==> src/source/adapter_pkg.sv <==
// adapter package
// shared widths, request kinds and AXI channel structs for the cache adapter
package adapter_pkg;

  // --------------------------------------------------------------------
  // bus widths
  // --------------------------------------------------------------------
  localparam int unsigned ADDR_WIDTH  = 32;
  localparam int unsigned DATA_WIDTH  = 64;
  localparam int unsigned STRB_WIDTH  = DATA_WIDTH / 8;
  localparam int unsigned ID_WIDTH    = 4;

  // byte offset bits inside one data beat
  localparam int unsigned BEAT_OFFSET = $clog2(STRB_WIDTH);

  // --------------------------------------------------------------------
  // basic types
  // --------------------------------------------------------------------
  typedef logic [DATA_WIDTH-1:0] beat_t;
  typedef logic [STRB_WIDTH-1:0] strb_t;
  typedef logic [ID_WIDTH-1:0]   id_t;

  // single beat access or a full cache line burst
  typedef enum logic {
    SINGLE_REQ = 1'b0,
    LINE_REQ   = 1'b1
  } req_kind_t;

  // --------------------------------------------------------------------
  // AXI channel payloads
  // --------------------------------------------------------------------

  // shared by AR and AW, burst type is always incrementing
  typedef struct packed {
    logic [ADDR_WIDTH-1:0] addr;
    id_t                   id;
    logic [7:0]            len;
    logic [2:0]            size;
  } addr_chan_t;

  // write data beat
  typedef struct packed {
    beat_t data;
    strb_t strb;
    logic  last;
  } w_chan_t;

  // read data beat coming back from the slave
  typedef struct packed {
    beat_t      data;
    id_t        id;
    logic       last;
    logic [1:0] resp;
  } r_chan_t;

  // write response
  typedef struct packed {
    id_t        id;
    logic [1:0] resp;
  } b_chan_t;

endpackage

==> src/source/axi_read_engine.sv <==
// axi read engine
// single beat and cache line burst reads, line assembly and critical word flag
`timescale 1ns/100ps

module axi_read_engine
  import adapter_pkg::*;
#(
  parameter int unsigned LINE_BEATS = 4
) (
  input  logic                   clk_i,
  input  logic                   rst_n_i,
  input  logic                   start_i,
  input  req_kind_t              kind_i,
  input  logic [ADDR_WIDTH-1:0]  addr_i,
  input  logic [1:0]             size_i,
  input  id_t                    id_i,
  input  logic                   ar_ready_i,
  input  logic                   r_valid_i,
  input  r_chan_t                r_i,
  output logic                   ar_valid_o,
  output addr_chan_t             ar_o,
  output logic                   r_ready_o,
  output logic                   gnt_o,
  output logic                   done_o,
  output beat_t [LINE_BEATS-1:0] line_o,
  output id_t                    id_o,
  output logic                   crit_valid_o,
  output beat_t                  crit_word_o,
  output logic                   idle_o
);

  localparam int unsigned IDX_W       = $clog2(LINE_BEATS);
  localparam int unsigned LINE_OFFSET = BEAT_OFFSET + IDX_W;

  typedef enum logic [1:0] {
    RD_IDLE,
    RD_ADDR,
    RD_DATA,
    RD_DONE
  } rd_state_t;

  rd_state_t              state_q, state_d;
  logic [IDX_W-1:0]       cnt_q;
  addr_chan_t             ar_q;
  req_kind_t              kind_q;
  logic [IDX_W-1:0]       offset_q;
  id_t                    id_q;
  beat_t [LINE_BEATS-1:0] line_q;
  logic [ADDR_WIDTH-1:0]  base_addr;
  logic [IDX_W-1:0]       beat_idx;
  logic                   r_hs;

  // line bursts start at the line base, single reads keep the address
  always_comb begin
    base_addr = addr_i;
    if (kind_i == LINE_REQ) begin
      base_addr[LINE_OFFSET-1:0] = '0;
    end
  end

  assign ar_valid_o   = (state_q == RD_ADDR);
  assign ar_o         = ar_q;
  assign r_ready_o    = (state_q == RD_DATA);
  assign gnt_o        = ar_valid_o && ar_ready_i;
  assign r_hs         = r_ready_o && r_valid_i;
  assign done_o       = (state_q == RD_DONE);
  assign idle_o       = (state_q == RD_IDLE);
  assign line_o       = line_q;
  assign id_o         = id_q;
  assign beat_idx     = (kind_q == LINE_REQ) ? cnt_q : '0;
  // the beat covering the requested address is the critical word
  assign crit_valid_o = r_hs && ((kind_q == SINGLE_REQ) || (cnt_q == offset_q));
  assign crit_word_o  = r_i.data;

  always_comb begin
    state_d = state_q;
    case (state_q)
      RD_IDLE: if (start_i) state_d = RD_ADDR;
      RD_ADDR: if (ar_ready_i) state_d = RD_DATA;
      RD_DATA: if (r_hs && r_i.last) state_d = RD_DONE;
      RD_DONE: state_d = RD_IDLE;
      default: state_d = RD_IDLE;
    endcase
  end

  // --------------------------------------------------------------------
  // control registers
  // --------------------------------------------------------------------
  always_ff @(posedge clk_i) begin
    if (!rst_n_i) begin
      state_q <= RD_IDLE;
      cnt_q   <= '0;
    end else begin
      state_q <= state_d;
      if (start_i && idle_o) begin
        cnt_q <= '0;
      end else if (r_hs) begin
        cnt_q <= cnt_q + 1'b1;
      end
    end
  end

  // request and line payload
  always_ff @(posedge clk_i) begin
    if (start_i && idle_o) begin
      ar_q.addr <= base_addr;
      ar_q.id   <= id_i;
      ar_q.len  <= (kind_i == LINE_REQ) ? 8'(LINE_BEATS - 1) : 8'd0;
      ar_q.size <= (kind_i == LINE_REQ) ? 3'(BEAT_OFFSET) : {1'b0, size_i};
      kind_q    <= kind_i;
      offset_q  <= addr_i[BEAT_OFFSET +: IDX_W];
    end
    if (r_hs) begin
      line_q[beat_idx] <= r_i.data;
      if (r_i.last) begin
        id_q <= r_i.id;
      end
    end
  end

  // --------------------------------------------------------------------
  // protocol checks
  // --------------------------------------------------------------------
  a_ar_stable: assert property (@(posedge clk_i) disable iff (!rst_n_i)
    ar_valid_o && !ar_ready_i |=> ar_valid_o && $stable(ar_o))
    else $error("read address changed before ar_ready");

  // slave burst length must agree with the requested len
  a_r_last: assert property (@(posedge clk_i) disable iff (!rst_n_i)
    r_hs |-> (r_i.last == (cnt_q == ar_q.len[IDX_W-1:0])))
    else $error("r last does not match the requested burst length");

endmodule

==> src/source/axi_write_engine.sv <==
// axi write engine
// single beat and cache line burst writes, then waits for the write response
`timescale 1ns/100ps

module axi_write_engine
  import adapter_pkg::*;
#(
  parameter int unsigned LINE_BEATS = 4
) (
  input  logic                   clk_i,
  input  logic                   rst_n_i,
  input  logic                   start_i,
  input  req_kind_t              kind_i,
  input  logic [ADDR_WIDTH-1:0]  addr_i,
  input  logic [1:0]             size_i,
  input  id_t                    id_i,
  input  beat_t [LINE_BEATS-1:0] wdata_i,
  input  strb_t [LINE_BEATS-1:0] be_i,
  input  logic                   aw_ready_i,
  input  logic                   w_ready_i,
  input  logic                   b_valid_i,
  input  b_chan_t                b_i,
  output logic                   aw_valid_o,
  output addr_chan_t             aw_o,
  output logic                   w_valid_o,
  output w_chan_t                w_o,
  output logic                   b_ready_o,
  output logic                   gnt_o,
  output logic                   done_o,
  output id_t                    id_o,
  output logic                   idle_o
);

  localparam int unsigned      IDX_W       = $clog2(LINE_BEATS);
  localparam int unsigned      LINE_OFFSET = BEAT_OFFSET + IDX_W;
  localparam logic [IDX_W-1:0] LAST_IDX    = IDX_W'(LINE_BEATS - 1);

  typedef enum logic [1:0] {
    WR_IDLE,
    WR_SEND,
    WR_RESP
  } wr_state_t;

  wr_state_t             state_q, state_d;
  logic                  aw_done_q, aw_done_d;
  logic                  w_done_q, w_done_d;
  logic [IDX_W-1:0]      cnt_q, cnt_d;
  addr_chan_t            aw_q;
  req_kind_t             kind_q;
  logic [ADDR_WIDTH-1:0] base_addr;
  logic [IDX_W-1:0]      beat_idx;
  logic                  w_last;
  logic                  aw_hs;
  logic                  w_hs;

  always_comb begin
    base_addr = addr_i;
    if (kind_i == LINE_REQ) begin
      base_addr[LINE_OFFSET-1:0] = '0;
    end
  end

  // address and data channels run independently while sending
  assign aw_valid_o = (state_q == WR_SEND) && !aw_done_q;
  assign w_valid_o  = (state_q == WR_SEND) && !w_done_q;
  assign aw_o       = aw_q;
  assign aw_hs      = aw_valid_o && aw_ready_i;
  assign w_hs       = w_valid_o && w_ready_i;

  // cache holds the line data until gnt, so beats are picked straight from it
  assign beat_idx   = (kind_q == LINE_REQ) ? cnt_q : '0;
  assign w_last     = (kind_q == SINGLE_REQ) || (cnt_q == LAST_IDX);
  assign w_o.data   = wdata_i[beat_idx];
  assign w_o.strb   = be_i[beat_idx];
  assign w_o.last   = w_last;

  assign b_ready_o  = (state_q == WR_RESP);
  assign done_o     = b_ready_o && b_valid_i;
  assign id_o       = b_i.id;
  assign idle_o     = (state_q == WR_IDLE);

  always_comb begin
    state_d   = state_q;
    aw_done_d = aw_done_q;
    w_done_d  = w_done_q;
    cnt_d     = cnt_q;
    gnt_o     = 1'b0;
    case (state_q)
      WR_IDLE: begin
        if (start_i) begin
          state_d   = WR_SEND;
          aw_done_d = 1'b0;
          w_done_d  = 1'b0;
          cnt_d     = '0;
        end
      end
      WR_SEND: begin
        if (aw_hs) begin
          aw_done_d = 1'b1;
        end
        if (w_hs) begin
          if (w_last) begin
            w_done_d = 1'b1;
          end else begin
            cnt_d = cnt_q + 1'b1;
          end
        end
        // grant once both address and last beat are through
        if (aw_done_d && w_done_d) begin
          gnt_o   = 1'b1;
          state_d = WR_RESP;
        end
      end
      WR_RESP: begin
        if (b_valid_i) state_d = WR_IDLE;
      end
      default: state_d = WR_IDLE;
    endcase
  end

  // --------------------------------------------------------------------
  // registers
  // --------------------------------------------------------------------
  always_ff @(posedge clk_i) begin
    if (!rst_n_i) begin
      state_q   <= WR_IDLE;
      aw_done_q <= 1'b0;
      w_done_q  <= 1'b0;
      cnt_q     <= '0;
    end else begin
      state_q   <= state_d;
      aw_done_q <= aw_done_d;
      w_done_q  <= w_done_d;
      cnt_q     <= cnt_d;
    end
  end

  always_ff @(posedge clk_i) begin
    if (start_i && idle_o) begin
      aw_q.addr <= base_addr;
      aw_q.id   <= id_i;
      aw_q.len  <= (kind_i == LINE_REQ) ? 8'(LINE_BEATS - 1) : 8'd0;
      aw_q.size <= (kind_i == LINE_REQ) ? 3'(BEAT_OFFSET) : {1'b0, size_i};
      kind_q    <= kind_i;
    end
  end

  // beats sent must agree with the len on the address channel
  a_w_last: assert property (@(posedge clk_i) disable iff (!rst_n_i)
    w_valid_o && w_o.last |-> (cnt_q == aw_q.len[IDX_W-1:0]))
    else $error("w last does not match the burst length on aw");

endmodule

==> src/source/adapter_ctrl.sv <==
// request controller
// steers cache requests to the read or write engine and merges their results
`timescale 1ns/100ps

module adapter_ctrl
  import adapter_pkg::*;
#(
  parameter int unsigned LINE_BEATS = 4
) (
  input  logic                   clk_i,
  input  logic                   rst_n_i,
  input  logic                   req_i,
  input  logic                   we_i,
  input  logic                   rd_gnt_i,
  input  logic                   rd_done_i,
  input  beat_t [LINE_BEATS-1:0] rd_data_i,
  input  id_t                    rd_id_i,
  input  logic                   rd_idle_i,
  input  logic                   wr_gnt_i,
  input  logic                   wr_done_i,
  input  id_t                    wr_id_i,
  input  logic                   wr_idle_i,
  output logic                   rd_start_o,
  output logic                   wr_start_o,
  output logic                   gnt_o,
  output logic                   busy_o,
  output logic                   valid_o,
  output beat_t [LINE_BEATS-1:0] rdata_o,
  output id_t                    id_o
);

  logic active_q;
  // set while the write engine owns the transaction
  logic owner_wr_q;
  logic launch;

  // one transaction at a time, so both engines must be quiet
  assign launch     = req_i && !active_q && rd_idle_i && wr_idle_i;
  assign rd_start_o = launch && !we_i;
  assign wr_start_o = launch && we_i;

  assign gnt_o   = active_q && (owner_wr_q ? wr_gnt_i : rd_gnt_i);
  assign valid_o = active_q && (owner_wr_q ? wr_done_i : rd_done_i);
  assign rdata_o = owner_wr_q ? '0 : rd_data_i;
  assign id_o    = owner_wr_q ? wr_id_i : rd_id_i;
  assign busy_o  = active_q || launch;

  always_ff @(posedge clk_i) begin
    if (!rst_n_i) begin
      active_q   <= 1'b0;
      owner_wr_q <= 1'b0;
    end else begin
      if (launch) begin
        active_q   <= 1'b1;
        owner_wr_q <= we_i;
      end else if (valid_o) begin
        active_q <= 1'b0;
      end
    end
  end

  // --------------------------------------------------------------------
  // checks
  // --------------------------------------------------------------------
  a_one_engine: assert property (@(posedge clk_i) disable iff (!rst_n_i)
    rd_idle_i || wr_idle_i)
    else $error("read and write engines busy at the same time");

endmodule

==> src/source/axi_adapter_top.sv <==
// axi adapter top
// joins the request controller with the read and write engines
`timescale 1ns/100ps

module axi_adapter_top
  import adapter_pkg::*;
#(
  parameter int unsigned LINE_BEATS = 4
) (
  input  logic                   clk_i,
  input  logic                   rst_n_i,
  // cache side
  input  logic                   req_i,
  input  logic                   we_i,
  input  req_kind_t              kind_i,
  input  logic [ADDR_WIDTH-1:0]  addr_i,
  input  logic [1:0]             size_i,
  input  id_t                    id_i,
  input  beat_t [LINE_BEATS-1:0] wdata_i,
  input  strb_t [LINE_BEATS-1:0] be_i,
  output logic                   gnt_o,
  output logic                   busy_o,
  output logic                   valid_o,
  output beat_t [LINE_BEATS-1:0] rdata_o,
  output id_t                    id_o,
  output logic                   crit_valid_o,
  output beat_t                  crit_word_o,
  // AXI side
  input  logic                   ar_ready_i,
  input  logic                   aw_ready_i,
  input  logic                   w_ready_i,
  input  logic                   r_valid_i,
  input  r_chan_t                r_i,
  input  logic                   b_valid_i,
  input  b_chan_t                b_i,
  output logic                   ar_valid_o,
  output addr_chan_t             ar_o,
  output logic                   aw_valid_o,
  output addr_chan_t             aw_o,
  output logic                   w_valid_o,
  output w_chan_t                w_o,
  output logic                   r_ready_o,
  output logic                   b_ready_o
);

  logic                   rd_start, rd_gnt, rd_done, rd_idle;
  logic                   wr_start, wr_gnt, wr_done, wr_idle;
  beat_t [LINE_BEATS-1:0] rd_line;
  id_t                    rd_id, wr_id;

  adapter_ctrl #(.LINE_BEATS(LINE_BEATS)) adapter_ctrl_inst (
    .clk_i, .rst_n_i, .req_i, .we_i,
    .rd_gnt_i(rd_gnt), .rd_done_i(rd_done), .rd_data_i(rd_line), .rd_id_i(rd_id),
    .rd_idle_i(rd_idle), .wr_gnt_i(wr_gnt), .wr_done_i(wr_done), .wr_id_i(wr_id),
    .wr_idle_i(wr_idle), .rd_start_o(rd_start), .wr_start_o(wr_start),
    .gnt_o, .busy_o, .valid_o, .rdata_o, .id_o
  );

  axi_read_engine #(.LINE_BEATS(LINE_BEATS)) axi_read_engine_inst (
    .clk_i, .rst_n_i, .start_i(rd_start), .kind_i, .addr_i, .size_i, .id_i,
    .ar_ready_i, .r_valid_i, .r_i, .ar_valid_o, .ar_o, .r_ready_o,
    .gnt_o(rd_gnt), .done_o(rd_done), .line_o(rd_line), .id_o(rd_id),
    .crit_valid_o, .crit_word_o, .idle_o(rd_idle)
  );

  axi_write_engine #(.LINE_BEATS(LINE_BEATS)) axi_write_engine_inst (
    .clk_i, .rst_n_i, .start_i(wr_start), .kind_i, .addr_i, .size_i, .id_i,
    .wdata_i, .be_i, .aw_ready_i, .w_ready_i, .b_valid_i, .b_i,
    .aw_valid_o, .aw_o, .w_valid_o, .w_o, .b_ready_o,
    .gnt_o(wr_gnt), .done_o(wr_done), .id_o(wr_id), .idle_o(wr_idle)
  );

endmodule

==> config.mk <==
export PLATFORM = sky130hd
export DESIGN_NAME = axi_adapter_top
export DESIGN_NICKNAME = d
export VERILOG_FILES = /design/src/source/adapter_pkg.sv /design/src/source/axi_read_engine.sv /design/src/source/axi_write_engine.sv /design/src/source/adapter_ctrl.sv /design/src/source/axi_adapter_top.sv
export SDC_FILE = /design/constraint.sdc
export NUM_CORES = 1
export LEC_CHECK = 0
export BUFFER_PORTS_ARGS = -buffer_cell sky130_fd_sc_hd__buf_2
export CAP_MARGIN = 0
export CORE_AREA = 2 2 356 358
export CTS_BUF_LIST = sky130_fd_sc_hd__clkbuf_8
export CTS_CLUSTER_SIZE = 24
export DETAILED_ROUTE_END_ITERATION = 6
export DIE_AREA = 0 0 358 360
export GPL_TIMING_DRIVEN = 0
export HOLD_SLACK_MARGIN = 0.06
export PLACE_DENSITY_LB_ADDON = 0.3
export SYNTH_ARGS = -nofsm -noshare
export SYNTH_HDL_FRONTEND = slang
export SYNTH_SLANG_ARGS = --single-unit
==> constraint.sdc <==
create_clock -name clk_i -period 17 [get_ports clk_i]
set_clock_uncertainty 0.15 [all_clocks]
set_input_delay 4.25 -clock clk_i [delete_from_list [all_inputs] [get_ports clk_i]]
set_output_delay 4.25 -clock clk_i [all_outputs]
set_load 0.05 [all_outputs]
# Yosys cells after proc, flatten, opt, wreduce, memory -nomap -nowiden
# Index checks and enable logic that the tools add are counted.
word_totals:
  input_bits: 413
  reg_bits: 370
  output_inout_bits: 500
classes:
  order_cmp: 3
  mux: 40
  bitwise_logic: 3
  n_addsub: 2
  reduce_logical: 37
  n_eq_ne: 15
ops:
  columns: ["cell", "count"]
  rows:
  - ["$bwmux 256", 1]
  - ["$mux 256", 1]
  - ["$bmux 64 s2", 1]
  - ["$demux 64 s2", 1]
  - ["$mux 64", 2]
  - ["$mux 2", 13]
  - ["$logic_and 1x1->1", 20]
  - ["$bmux 8 s2", 1]
  - ["$mux 1", 12]
  - ["$ne 2x2->1 const B", 5]
  - ["$eq 2x2->1 const B", 4]
  - ["$mux 8", 1]
  - ["$pmux 2 s4", 1]
  - ["$lt 2x3->1 const B", 2]
  - ["$ne 2x1->1 const B", 3]
  - ["$pmux 2 s3", 1]
  - ["$reduce_and 3->1", 2]
  - ["$mux 5", 1]
  - ["$add 2x1->2 const B", 2]
  - ["$eq 2x1->1 const B", 2]
  - ["$logic_not 1->1", 4]
  - ["$logic_not 2->1", 2]
  - ["$mux 4", 1]
  - ["$pmux 1 s2", 2]
  - ["other kinds (9)", 15]

# Depth between registers and ports, before layout
# Gate-level depths: netlist of the first run.
depth:
  ltp_word: 10
  ltp_mapped: 6

# Cells and area by module
# From an unflattened synthesis of the first run, not the netlist that was laid out.
unflattened:
  hier_cells: 1242
  area_unflattened_um2: 15894.0
by_module_without_submodules:
  columns: ["module", "cells_each", "instances", "area_per_inst_um2"]
  rows:
  - ["axi_read_engine", 426, 1, 9974.6]
  - ["axi_write_engine", 510, 1, 3970.1]
  - ["adapter_ctrl", 306, 1, 1949.4]

# Worst setup path before layout of the first run
# Ideal clock, no wire load.
synth_path:
  path_kind: "input -> output"
  startpoint: "in w_ready_i"
  endpoint: "out gnt_o"
  path_buffers: 0
  t_arrival_ps: 5851
  path_slack_ps: 6749
  stages: 3
  cell_sequence: "and3b_1 o221ai_1 o31ai_1"
synth_between:
  elab_chain_len: 8
synth_rtl:
  columns: ["item", "line_no", "rtl"]
  rows:
  - ["from (decl)", "axi_adapter_top.sv:31", "input logic w_ready_i,"]
  - ["$logic_and 1x1->1", "axi_write_engine.sv:68", "assign w_hs = w_valid_o && w_ready_i;"]
  - ["$mux 1", "axi_write_engine.sv:101", "if (w_hs) begin"]
  - ["$mux 1", "axi_write_engine.sv:88", "case (state_q)"]
  - ["$logic_and 1x1->1", "axi_write_engine.sv:109", "if (aw_done_d && w_done_d) begin"]
  - ["$mux 1", "axi_write_engine.sv:109", null]
  - ["$mux 1", "axi_write_engine.sv:88", null]
  - ["$mux 1", "adapter_ctrl.sv:42", "assign gnt_o = active_q && (owner_wr_q ? wr_gnt_i : rd_gnt_i);"]
  - ["$logic_and 1x1->1", "adapter_ctrl.sv:42", null]
  - ["to (decl)", "axi_adapter_top.sv:21", "output logic gnt_o,"]
# Every way passes these cells. The select of a mux whose other input is x is not followed.

==> results of run 1 <==
==> critical path, cell delays in order <==
cell	delay, ps
buf_2	80
nor2b_1	460
a211oi_1	90
a31oi_1	550
buf_2	400
==> per-layer routing <==
| layer | global-route usage [%] | part of all wire [%] | vias up | routed length [µm] |
|---|---|---|---|---|
| li1 | - | - | 6278 | - |
| met4 | 5.56 | 3.2 | 8 | 3070 |
| met1 | 14.7 | 36 | 6667 | 34300 |
| met2 | 26.0 | 52 | 706 | 49700 |
| met5 | 0 | 0.049 | - | 47 |
| met3 | 5.21 | 8.8 | 153 | 8400 |
==> power groups by stage <==
stage	Combinational [µW]	Clock, µW	Sequential (µW)
after floorplan	499	0	1110
after global placement	888	0	1040
after detailed placement	896	0	1030
after CTS	898	876	1020
after global routing	926	910	1020
final	881	838	1020
==> per-stage QoR <==
step,worst slack (ps),instances
6_report,6770,3938
5_1_grt,6760,3935
4_1_cts,6720,3920
3_5_place_dp,6720,3802
3_3_place_gp,1780,3784
2_1_floorplan,6750,1240
==> layout by cell type, fill, tap and decap left out, drive strengths merged, types with 2 or more instances in the layout <==
cell type,n
buf,1004
edfxtp,340
nor2b,337
nand2,160
clkbuf,139
a31oi,73
a211oi,72
inv,33
diode,18
clkinv,16
conb,14
dfxtp,12
nor2,9
ha,6
and2,4
mux2,4
nand2b,3
xnor2,3
a21oi,3
nor3b,3
bufinv,3
a21boi,3
o31ai,2
or2,2
a22o,2
mux2i,2
o22ai,2
o21a,2
o21ai,2
==> registers in the layout, summed over array words and instances (netlist names), 4 cells and up <==
name,count
axi_read_engine_inst.id_o,4
axi_read_engine_inst.line_o,256
axi_write_engine_inst.aw_o,39
axi_read_engine_inst.ar_o,39
==> cells by family (layout without fill, tap and decap cells) <==
group	count (synthesis)	count (layout)	synth area share, %
mux	6	6	0.417
compound gates	164	164	7.37
simple gates	528	528	18.6
flops	352	352	66.9
buf+inv	166	1196	6.00
other cells	1	32	0.0240
xor+xnor	4	4	0.224
fa+ha+maj	6	6	0.481
==> layout make-up <==
| type | instances | area (µm²) |
|---|---|---|
| Multi-Input combinational cell | 722 | 4320 |
| Clock buffer | 70 | 963 |
| Tap cell | 1650 | 2060 |
| Clock inverter | 48 | 324 |
| Timing Repair Buffer | 912 | 4770 |
| Buffer | 161 | 922 |
| Antenna cell | 18 | 45.0 |
| Fill cell | 14017 | 101000 |
| Sequential cell | 352 | 10500 |
| Inverter | 5 | 18.8 |
==> worst min-delay path by stage <==
stage	start	end	slack [ps]	cells past startpoint
3_3_place_gp	axi_write_engine_inst.cnt_q[1]	axi_write_engine_inst.cnt_q[1]	330	2
3_5_place_dp	axi_write_engine_inst.cnt_q[1]	axi_write_engine_inst.cnt_q[1]	340	2
5_1_grt	axi_write_engine_inst.cnt_q[1]	axi_write_engine_inst.cnt_q[1]	350	2
4_1_cts	axi_write_engine_inst.cnt_q[1]	axi_write_engine_inst.cnt_q[1]	350	2
2_1_floorplan	axi_write_engine_inst.cnt_q[1]	axi_write_engine_inst.cnt_q[1]	310	2
6_report	axi_write_engine_inst.cnt_q[1]	axi_write_engine_inst.cnt_q[1]	350	2
==> run metrics, run 1 <==
status=finished, final reports clean; DRT iter0 DRCs=800; Critical Path End=w_o[14]; count leader, synth=edfxtp_1; die span in y=360 µm; sequential share of power=roughly 37%; Clock Power Share=30.6%; Most used DFF post-synth=edfxtp_1; routed wire length=95500 µm; Synth top cells by count=edfxtp_1 (340), nor2b_1 (337), nand2_1 (160); cells on worst reg2reg path=5; mean post-synth cell area=12.7 µm²; reg2reg setup slack=13590 ps; Pleak=0.00976 µW; reg-to-reg endpoint=axi_write_engine_inst.cnt_q[0]; CTS Sinks=~350; Worst Tran Pin Value=1330 ps; Final GP Congestion=0.940; Core Util, Final=a little under a fifth; worst skew pair latency=740 ps; period utilisation layout=60.2%; Design Area, Final=about 24000 µm²; core area=125000 µm²; layout cells sized above 1=48.3%; total gr overflow=0; Syn. warnings=0; Via Count=13812; post-synth top area share=65.4%; first-pass GRT wire length=about 120000 µm; # hold bufs at CTS=0; Max Slew Vio Count=0; WP data required=~13000 ps; CTS tree=done; R2R Path Start=axi_write_engine_inst.cnt_q[0]; crit path launch type=input port; Critical Path Start=wdata_i[133]; Max Clock Freq=0.0977 GHz; Final Hold Vio Count=0; worst-path fanout max=1; Max IR drop VDD=0.0640 mV; Netlist cell types=between 40 and 50; Rows=130; initial core utilization=12.5%; Tmin final=10230 ps; I/O Pins=913; synthesized cell area=15600 µm²; root buf cell=clkbuf_8; GRT Total Usage=14.3%; worst path arrival time=5830 ps; Rel. slew slack=11.1%; cell taking the most area after synthesis=edfxtp_1; final setup vio count=0; DP Wirelength=79500 µm; EDFF count, synth=340; RSZ-0062 raised after global routing=false; Crit Path Class=in -> out; IO Port Bufs=894; worst hold slack=348 ps; Synth Instances=1227; Nets=2642; switching share of power=40.8%; clock transition at the registers of the reported paths=60 ps; internal power=about 1600 µW; initial antenna violation count=43; H-Tree Depth=3; Clock Tree Buf Depth=3; combinational share of power=32.2%; Hold Crit Class=reg -> reg; post-CTS resize count=0; first-pass detailed-route iteration total=5; register area share after synthesis=~67%; vias in the first global route=roughly 14000; total chip power=2740 µW; Synth area leaders=edfxtp_1 (65%), nor2b_1 (13%), buf_4 (4.0%), nand2_1 (3.8%), a211oi_1 (3.5%); #FFs+latches synth=around 350; DRC violations left=0; setup_tns=0 ps; post-route ant nets=0; Worst setup EP type=output pin; area delta synth->final=52.9%; max cap viols=0; Net Sw Power=~1100 µW; WL/cell=24.2 µm; die span in x=about 360 µm; Post-synth ARST share=0%; number of setup buffers added after CTS=0; Via density=3.51; largest net degree at the start of global routing=31; Post-DP Area=22500 µm²; cts bufs inserted=~70; P per Cell Area=between 100 and 150 nW/µm²; die area=129000 µm²
Power figures use the tool's default switching activity.
==> run 2, diff against run 1 <==
--- a/config.mk
+++ b/config.mk
@@ -5,13 +5,14 @@
 export SDC_FILE = /design/constraint.sdc
 export NUM_CORES = 1
 export LEC_CHECK = 0
+export ABC_AREA = 1
 export BUFFER_PORTS_ARGS = -buffer_cell sky130_fd_sc_hd__buf_2
 export CAP_MARGIN = 0
-export CORE_AREA = 2 2 356 358
+export CORE_AREA = 2 2 359 361
 export CTS_BUF_LIST = sky130_fd_sc_hd__clkbuf_8
 export CTS_CLUSTER_SIZE = 24
 export DETAILED_ROUTE_END_ITERATION = 6
-export DIE_AREA = 0 0 358 360
+export DIE_AREA = 0 0 361 363
 export GPL_TIMING_DRIVEN = 0
 export HOLD_SLACK_MARGIN = 0.06
 export PLACE_DENSITY_LB_ADDON = 0.3
==> constraint.sdc (replaced) <==
create_clock -name clk_i -period 9.8 [get_ports clk_i]
set_clock_uncertainty 0.15 [all_clocks]
set_input_delay 2.45 -clock clk_i [delete_from_list [all_inputs] [get_ports clk_i]]
set_output_delay 2.45 -clock clk_i [all_outputs]
set_load 0.05 [all_outputs]
==> run 2 against run 1 <==
Critical path depth grew 1. Core utilization shrank 0.15 points. Die area grew 1.7%. Sequential share of layout area shrank 0.38 points. Count of clock-buffer cells in the layout shrank 2. Non-clock buffer count shrank 3. Critical path type unchanged.
==> run metrics, run 2 <==
worst skew pair latency=690 ps; IO Port Bufs=about 900; sequential share of power=33.9%; die area=131000 µm²; count leader, synth=inv_1; Max IR drop VDD=0.123 mV; Inst Count DP=between 4000 and 5000; RSZ-0062 raised after global routing=false; Pleak=0.0115 µW; Crit Path Class=in -> out; Tmin final=around 6400 ps; DP Wirelength=around 80000 µm; #FFs+latches synth=roughly 350; root buf cell=clkbuf_8; DRT iter0 DRCs=759; Max Slew Vio Count=0; post-synth top area share=between 60 and 70%; Worst setup EP type=output pin; Synth Instances=1513; commonest non-fill, non-tap cell in the layout=buf_2; worst path arrival time=3780 ps; Slowest Stage Delay on Critical Path=about 700 ps; Clock Power Share=26.0%; Post-synth ARST share=0%; post-route ant nets=0; Final GP Congestion=0.905; worst-path fanout max=1; setup_tns=0 ps; layout cells sized above 1=45.1%; post-CTS resize count=0; GRT Total Usage=14.1%; final setup vio count=0; core area=around 130000 µm²; number of fill cells=14433; mean post-synth cell area=10.5 µm²; CTS Sinks=~350; initial core utilization=between 10% and 20%; total chip power=5270 µW; crit path launch type=input port; status=finished, final reports clean; switching share of power=between 40% and 50%; Core Util, Final=between 10% and 20%; number of setup buffers added after CTS=0; area delta synth->final=52.3%; die span in y=363 µm; Netlist cell types=28; Net Sw Power=2410 µW; Final Hold Vio Count=0; commonest non-fill, non-tap cells in the layout=buf_2 (935), inv_1 (371), edfxtp_1 (340); I/O Pins=913; reg2reg setup slack=6350 ps; Worst Tran Pin Value=1150 ps; internal power=2850 µW; cts bufs inserted=68; routed wire length=a little under 100000 µm; register area share after synthesis=roughly 66%; first-pass GRT wire length=125000 µm; Hold Crit Class=reg -> reg; max cap viols=0; Most used DFF post-synth=edfxtp_1; CTS tree=done; critical path's slowest cell=o21ai_0; initial antenna violation count=61; Finished Layout Cells=4251; WL/cell=22.6 µm; DRC violations left=0; WP data required=7200 ps; Max Clock Freq=around 0.16 GHz; Synth top cells by count=inv_1 (354), edfxtp_1 (340), nor2_1 (275); vias in the first global route=14626; EDFF count, synth=340; largest net degree at the start of global routing=36; clock transition at the registers of the reported paths=60 ps; Clock Tree Buf Depth=3; P per Cell Area=around 220 nW/µm²; Rel. slew slack=23.6%; Rows=131; period utilisation layout=approximately 65%; Nets=approximately 2900; Syn. warnings=0; die span in x=361 µm; cell taking the most area after synthesis=edfxtp_1; # hold bufs at CTS=0; synthesized cell area=15800 µm²; H-Tree Depth=3; combinational share of power=40.0%; first-pass detailed-route iteration total=5; Via Count=14801; Synth area leaders=edfxtp_1 (65%), inv_1 (8.4%), nor2_1 (6.5%), a21oi_1 (5.0%), buf_4 (4.2%); total gr overflow=0; CP Cell Sequence=buf_2 -> inv_1 -> o21ai_0 -> a21oi_1 -> a21oi_1 -> buf_2; Via density=approximately 3.5; max FFs per register=256
-- run 2: kinds of logic after synthesis --
kind of cell | Yosys count | share of synthesized area [%]
compound gates | 305 | 10.2
other cells | 1 | 0.0237
flops | 352 | 66.1
buf+inv | 512 | 14.8
xor+xnor | 2 | 0.111
simple gates | 335 | 8.24
fa+ha+maj | 6 | 0.475
-- run 2: layout make-up --
class / count / area (µm²) / area share [%]
inverters: 355 / 1330 / 5.53
diodes: 32 / 80.1 / 0.332
flip-flops and latches: 352 / 10500 / 43.4
repair buffers: 913 / 4800 / 19.9
well taps: 1662 / 2080 / 8.63
clock inverters: 50 / 289 / 1.20
plain buffers: 157 / 1010 / 4.21
multi-input cells: 662 / 3100 / 12.9
clock buffers: 68 / 936 / 3.89
-- run 2: final timing paths --
kind	start	end	depth (start not counted)
worst min-delay path	adapter_ctrl_inst.active_q	adapter_ctrl_inst.active_q	2
worst max-delay path	wdata_i[76]	w_o[21]	6
worst max register to register	axi_read_engine_inst.state_q[0]	axi_read_engine_inst.line_o[147]	11
worst min register to register	adapter_ctrl_inst.active_q	adapter_ctrl_inst.active_q	2
-- run 2: stage by stage --
stage                     setup slack (ps)  hold slack (ps)  area [µm²]
final                                 3420              336       24100
after global routing                  3320              352       24000
after CTS                             3290              332       24000
after detailed placement              3290              323       22800
after global placement               -3260              318       22400
after floorplan                       2100              303       15900
-- run 2: critical path, delay by kind of cell --
kind / cells / cell delay, ps
AOI/OAI and AO/OA: 3 / 940
buffers and inverters: 3 / 390
-- run 2: routing by layer --
metal  wire length (µm)  track usage [%]
met3               6130             3.59
met4               3640             5.21
met5                 13                0
met1              36000             15.3
met2              50300             26.2
-- run 2: power groups by stage --
stage	clock (µW)	combinational, µW	sequential (µW)
CTS	1440	2150	1790
floorplan	0	1270	1960
global route	1490	2220	1790
detailed placement	0	2150	1820
global placement	0	2130	1830
finish	1370	2110	1790
==> run 3, diff against run 2 <==
==> constraint.sdc (replaced) <==
create_clock -name clk_i -period 6.7 [get_ports clk_i]
set_clock_uncertainty 0.15 [all_clocks]
set_input_delay 1.675 -clock clk_i [delete_from_list [all_inputs] [get_ports clk_i]]
set_output_delay 1.675 -clock clk_i [all_outputs]
set_load 0.05 [all_outputs]
==> run 3 against run 2 <==
Critical path depth did not move. Final area rose by 0.57%. Core utilization rose by 0.11 points. Flip-flop and latch count did not move. Sequential power rose by 46%.
==> run metrics, run 3 (same netlist as run 2, synthesis figures left out) <==
status=finished, final reports clean; post-route ant nets=0; worst-path fanout max=10; routed wire length=100000 µm; register area=10500 µm²; Post-DP Area=22800 µm²; critical path's slowest cell=edfxtp_1; multi-input logic area=3110 µm²; pre-CTS setup slack=around 1700 ps; Max Slew Vio Count=0; GRT Total Usage=14.7%; worst skew pair latency=710 ps; Worst setup EP type=output pin; CTS Sinks=352; die area=~130000 µm²; commonest non-fill, non-tap cells in the layout=buf_2 (935), inv_1 (380), edfxtp_1 (340); I/O Pins=913; root buf cell=clkbuf_8; area delta synth->final=53.2%; Hold Crit Class=reg -> reg; Final GP Congestion=0.896; final setup vio count=0; setup ws final=1680 ps; post-CTS resize count=0; sequential share of power=33.0%; most used cell, CP=a21oi_1; Max IR drop VDD=between 0.15 and 0.2 mV; Pleak=0.0116 µW; Max Clock Freq=about 0.2 GHz; Rel. slew slack=19.5%; Core Util, Final=19.1%; combinational share of power=39.0%; H-Tree Depth=3; commonest non-fill, non-tap cell in the layout=buf_2; number of setup buffers added after CTS=0; clock transition at the registers of the reported paths=60 ps; period utilisation layout=roughly 75%; Clock Tree Buf Depth=3; Net Sw Power=3580 µW; layout cells sized above 1=45.0%; DP Wirelength=approximately 83000 µm; DRT iter0 DRCs=766; crit path launch type=register; first-pass detailed-route iteration total=6; WP data required=between 4000 and 5000 ps; number of fill cells=14376; setup_tns=0 ps; IO Port Bufs=894; Design Area, Final=24200 µm²; # hold bufs at CTS=0; initial core utilization=~12%; Via Count=around 15000; Tmin final=5020 ps; WL/cell=23.6 µm; RSZ-0062 raised after global routing=false; Inst Count DP=slightly above 4000; Rows=131; first-pass GRT wire length=roughly 130000 µm; total gr overflow=0; Via density=3.47; max cap viols=0; die span in y=363 µm; Slowest Stage Delay on Critical Path=530 ps; switching share of power=~45%; internal power=4340 µW; DRC violations left=0; Nets=2927; die span in x=between 300 and 400 µm; core area=127000 µm²; CP Cell Sequence=nand2_2 -> clkbuf_1 -> o21ai_0 -> a21oi_1 -> a21oi_1 -> buf_2; Worst Tran Pin Value=1210 ps; largest net degree at the start of global routing=35; worst path arrival time=3190 ps; Final Hold Vio Count=0; max FFs per register=256; Crit Path Class=reg -> out; P per Cell Area=~330 nW/µm²; Finished Layout Cells=4247; CTS tree=done; cts bufs inserted=70; Clock Power Share=28.0%; initial antenna violation count=between 70 and 80; vias in the first global route=around 15000
-- run 3: changes by cell type in the layout (fill, tap and decap cells not counted), sizes merged, moves of 3 or more --
cell / delta
clkinv: -12
inv: +10
diode: -6
clkbuf: +5
buf: -3
bufinv: +3
-- run 3: worst paths after layout --
| check | cells after the start | startpoint | slack [ps] | endpoint |
|---|---|---|---|---|
| max | 6 | axi_write_engine_inst.aw_o[3] | 1680 | w_o[13] |
| min | 2 | adapter_ctrl_inst.active_q | 350 | adapter_ctrl_inst.active_q |
| max reg2reg | 9 | axi_read_engine_inst.state_q[0] | 3830 | axi_read_engine_inst.line_o[103] |
| min reg2reg | 2 | adapter_ctrl_inst.active_q | 350 | adapter_ctrl_inst.active_q |
-- run 3: worst max-delay path, delay by kind of cell (launching register included) --
kind / cells / cell delay, ps
simple gates: 1 / 460
compound gates: 3 / 880
buf+inv: 2 / 560
flops: 1 / 530
-- run 3: area by class of cell --
class                           instances  share of cell area [%]
Buffer                                157                    4.18
Tap cell                             1662                    8.59
Sequential cell                       352                    43.1
Timing Repair Buffer                  910                    19.9
Clock inverter                         50                    1.45
Inverter                              355                    5.50
Antenna cell                           26                   0.269
Multi-Input combinational cell        662                    12.8
Clock buffer                           73                    4.15
-- run 3: per-layer routing --
layer / track usage [%] / routed length [µm]
met1: 15.6 / 36600
met2: 28.0 / 52900
met3: 4.27 / 7100
met4: 4.53 / 3360
met5: 0 / 11
-- run 3: stage by stage --
step	hold WS, ps	total power, µW
after floorplan	303	4720
after global placement	334	5820
after detailed placement	335	5820
after CTS	342	8120
after global routing	396	8300
final	345	7920
-- run 3: power groups by stage --
stage	clock network [µW]	registers (µW)	logic (µW)
after global placement	0	2680	3140
after detailed placement	0	2660	3160
after CTS	2340	2620	3170
after floorplan	0	2870	1850
final	2220	2620	3090
after global routing	2400	2630	3270
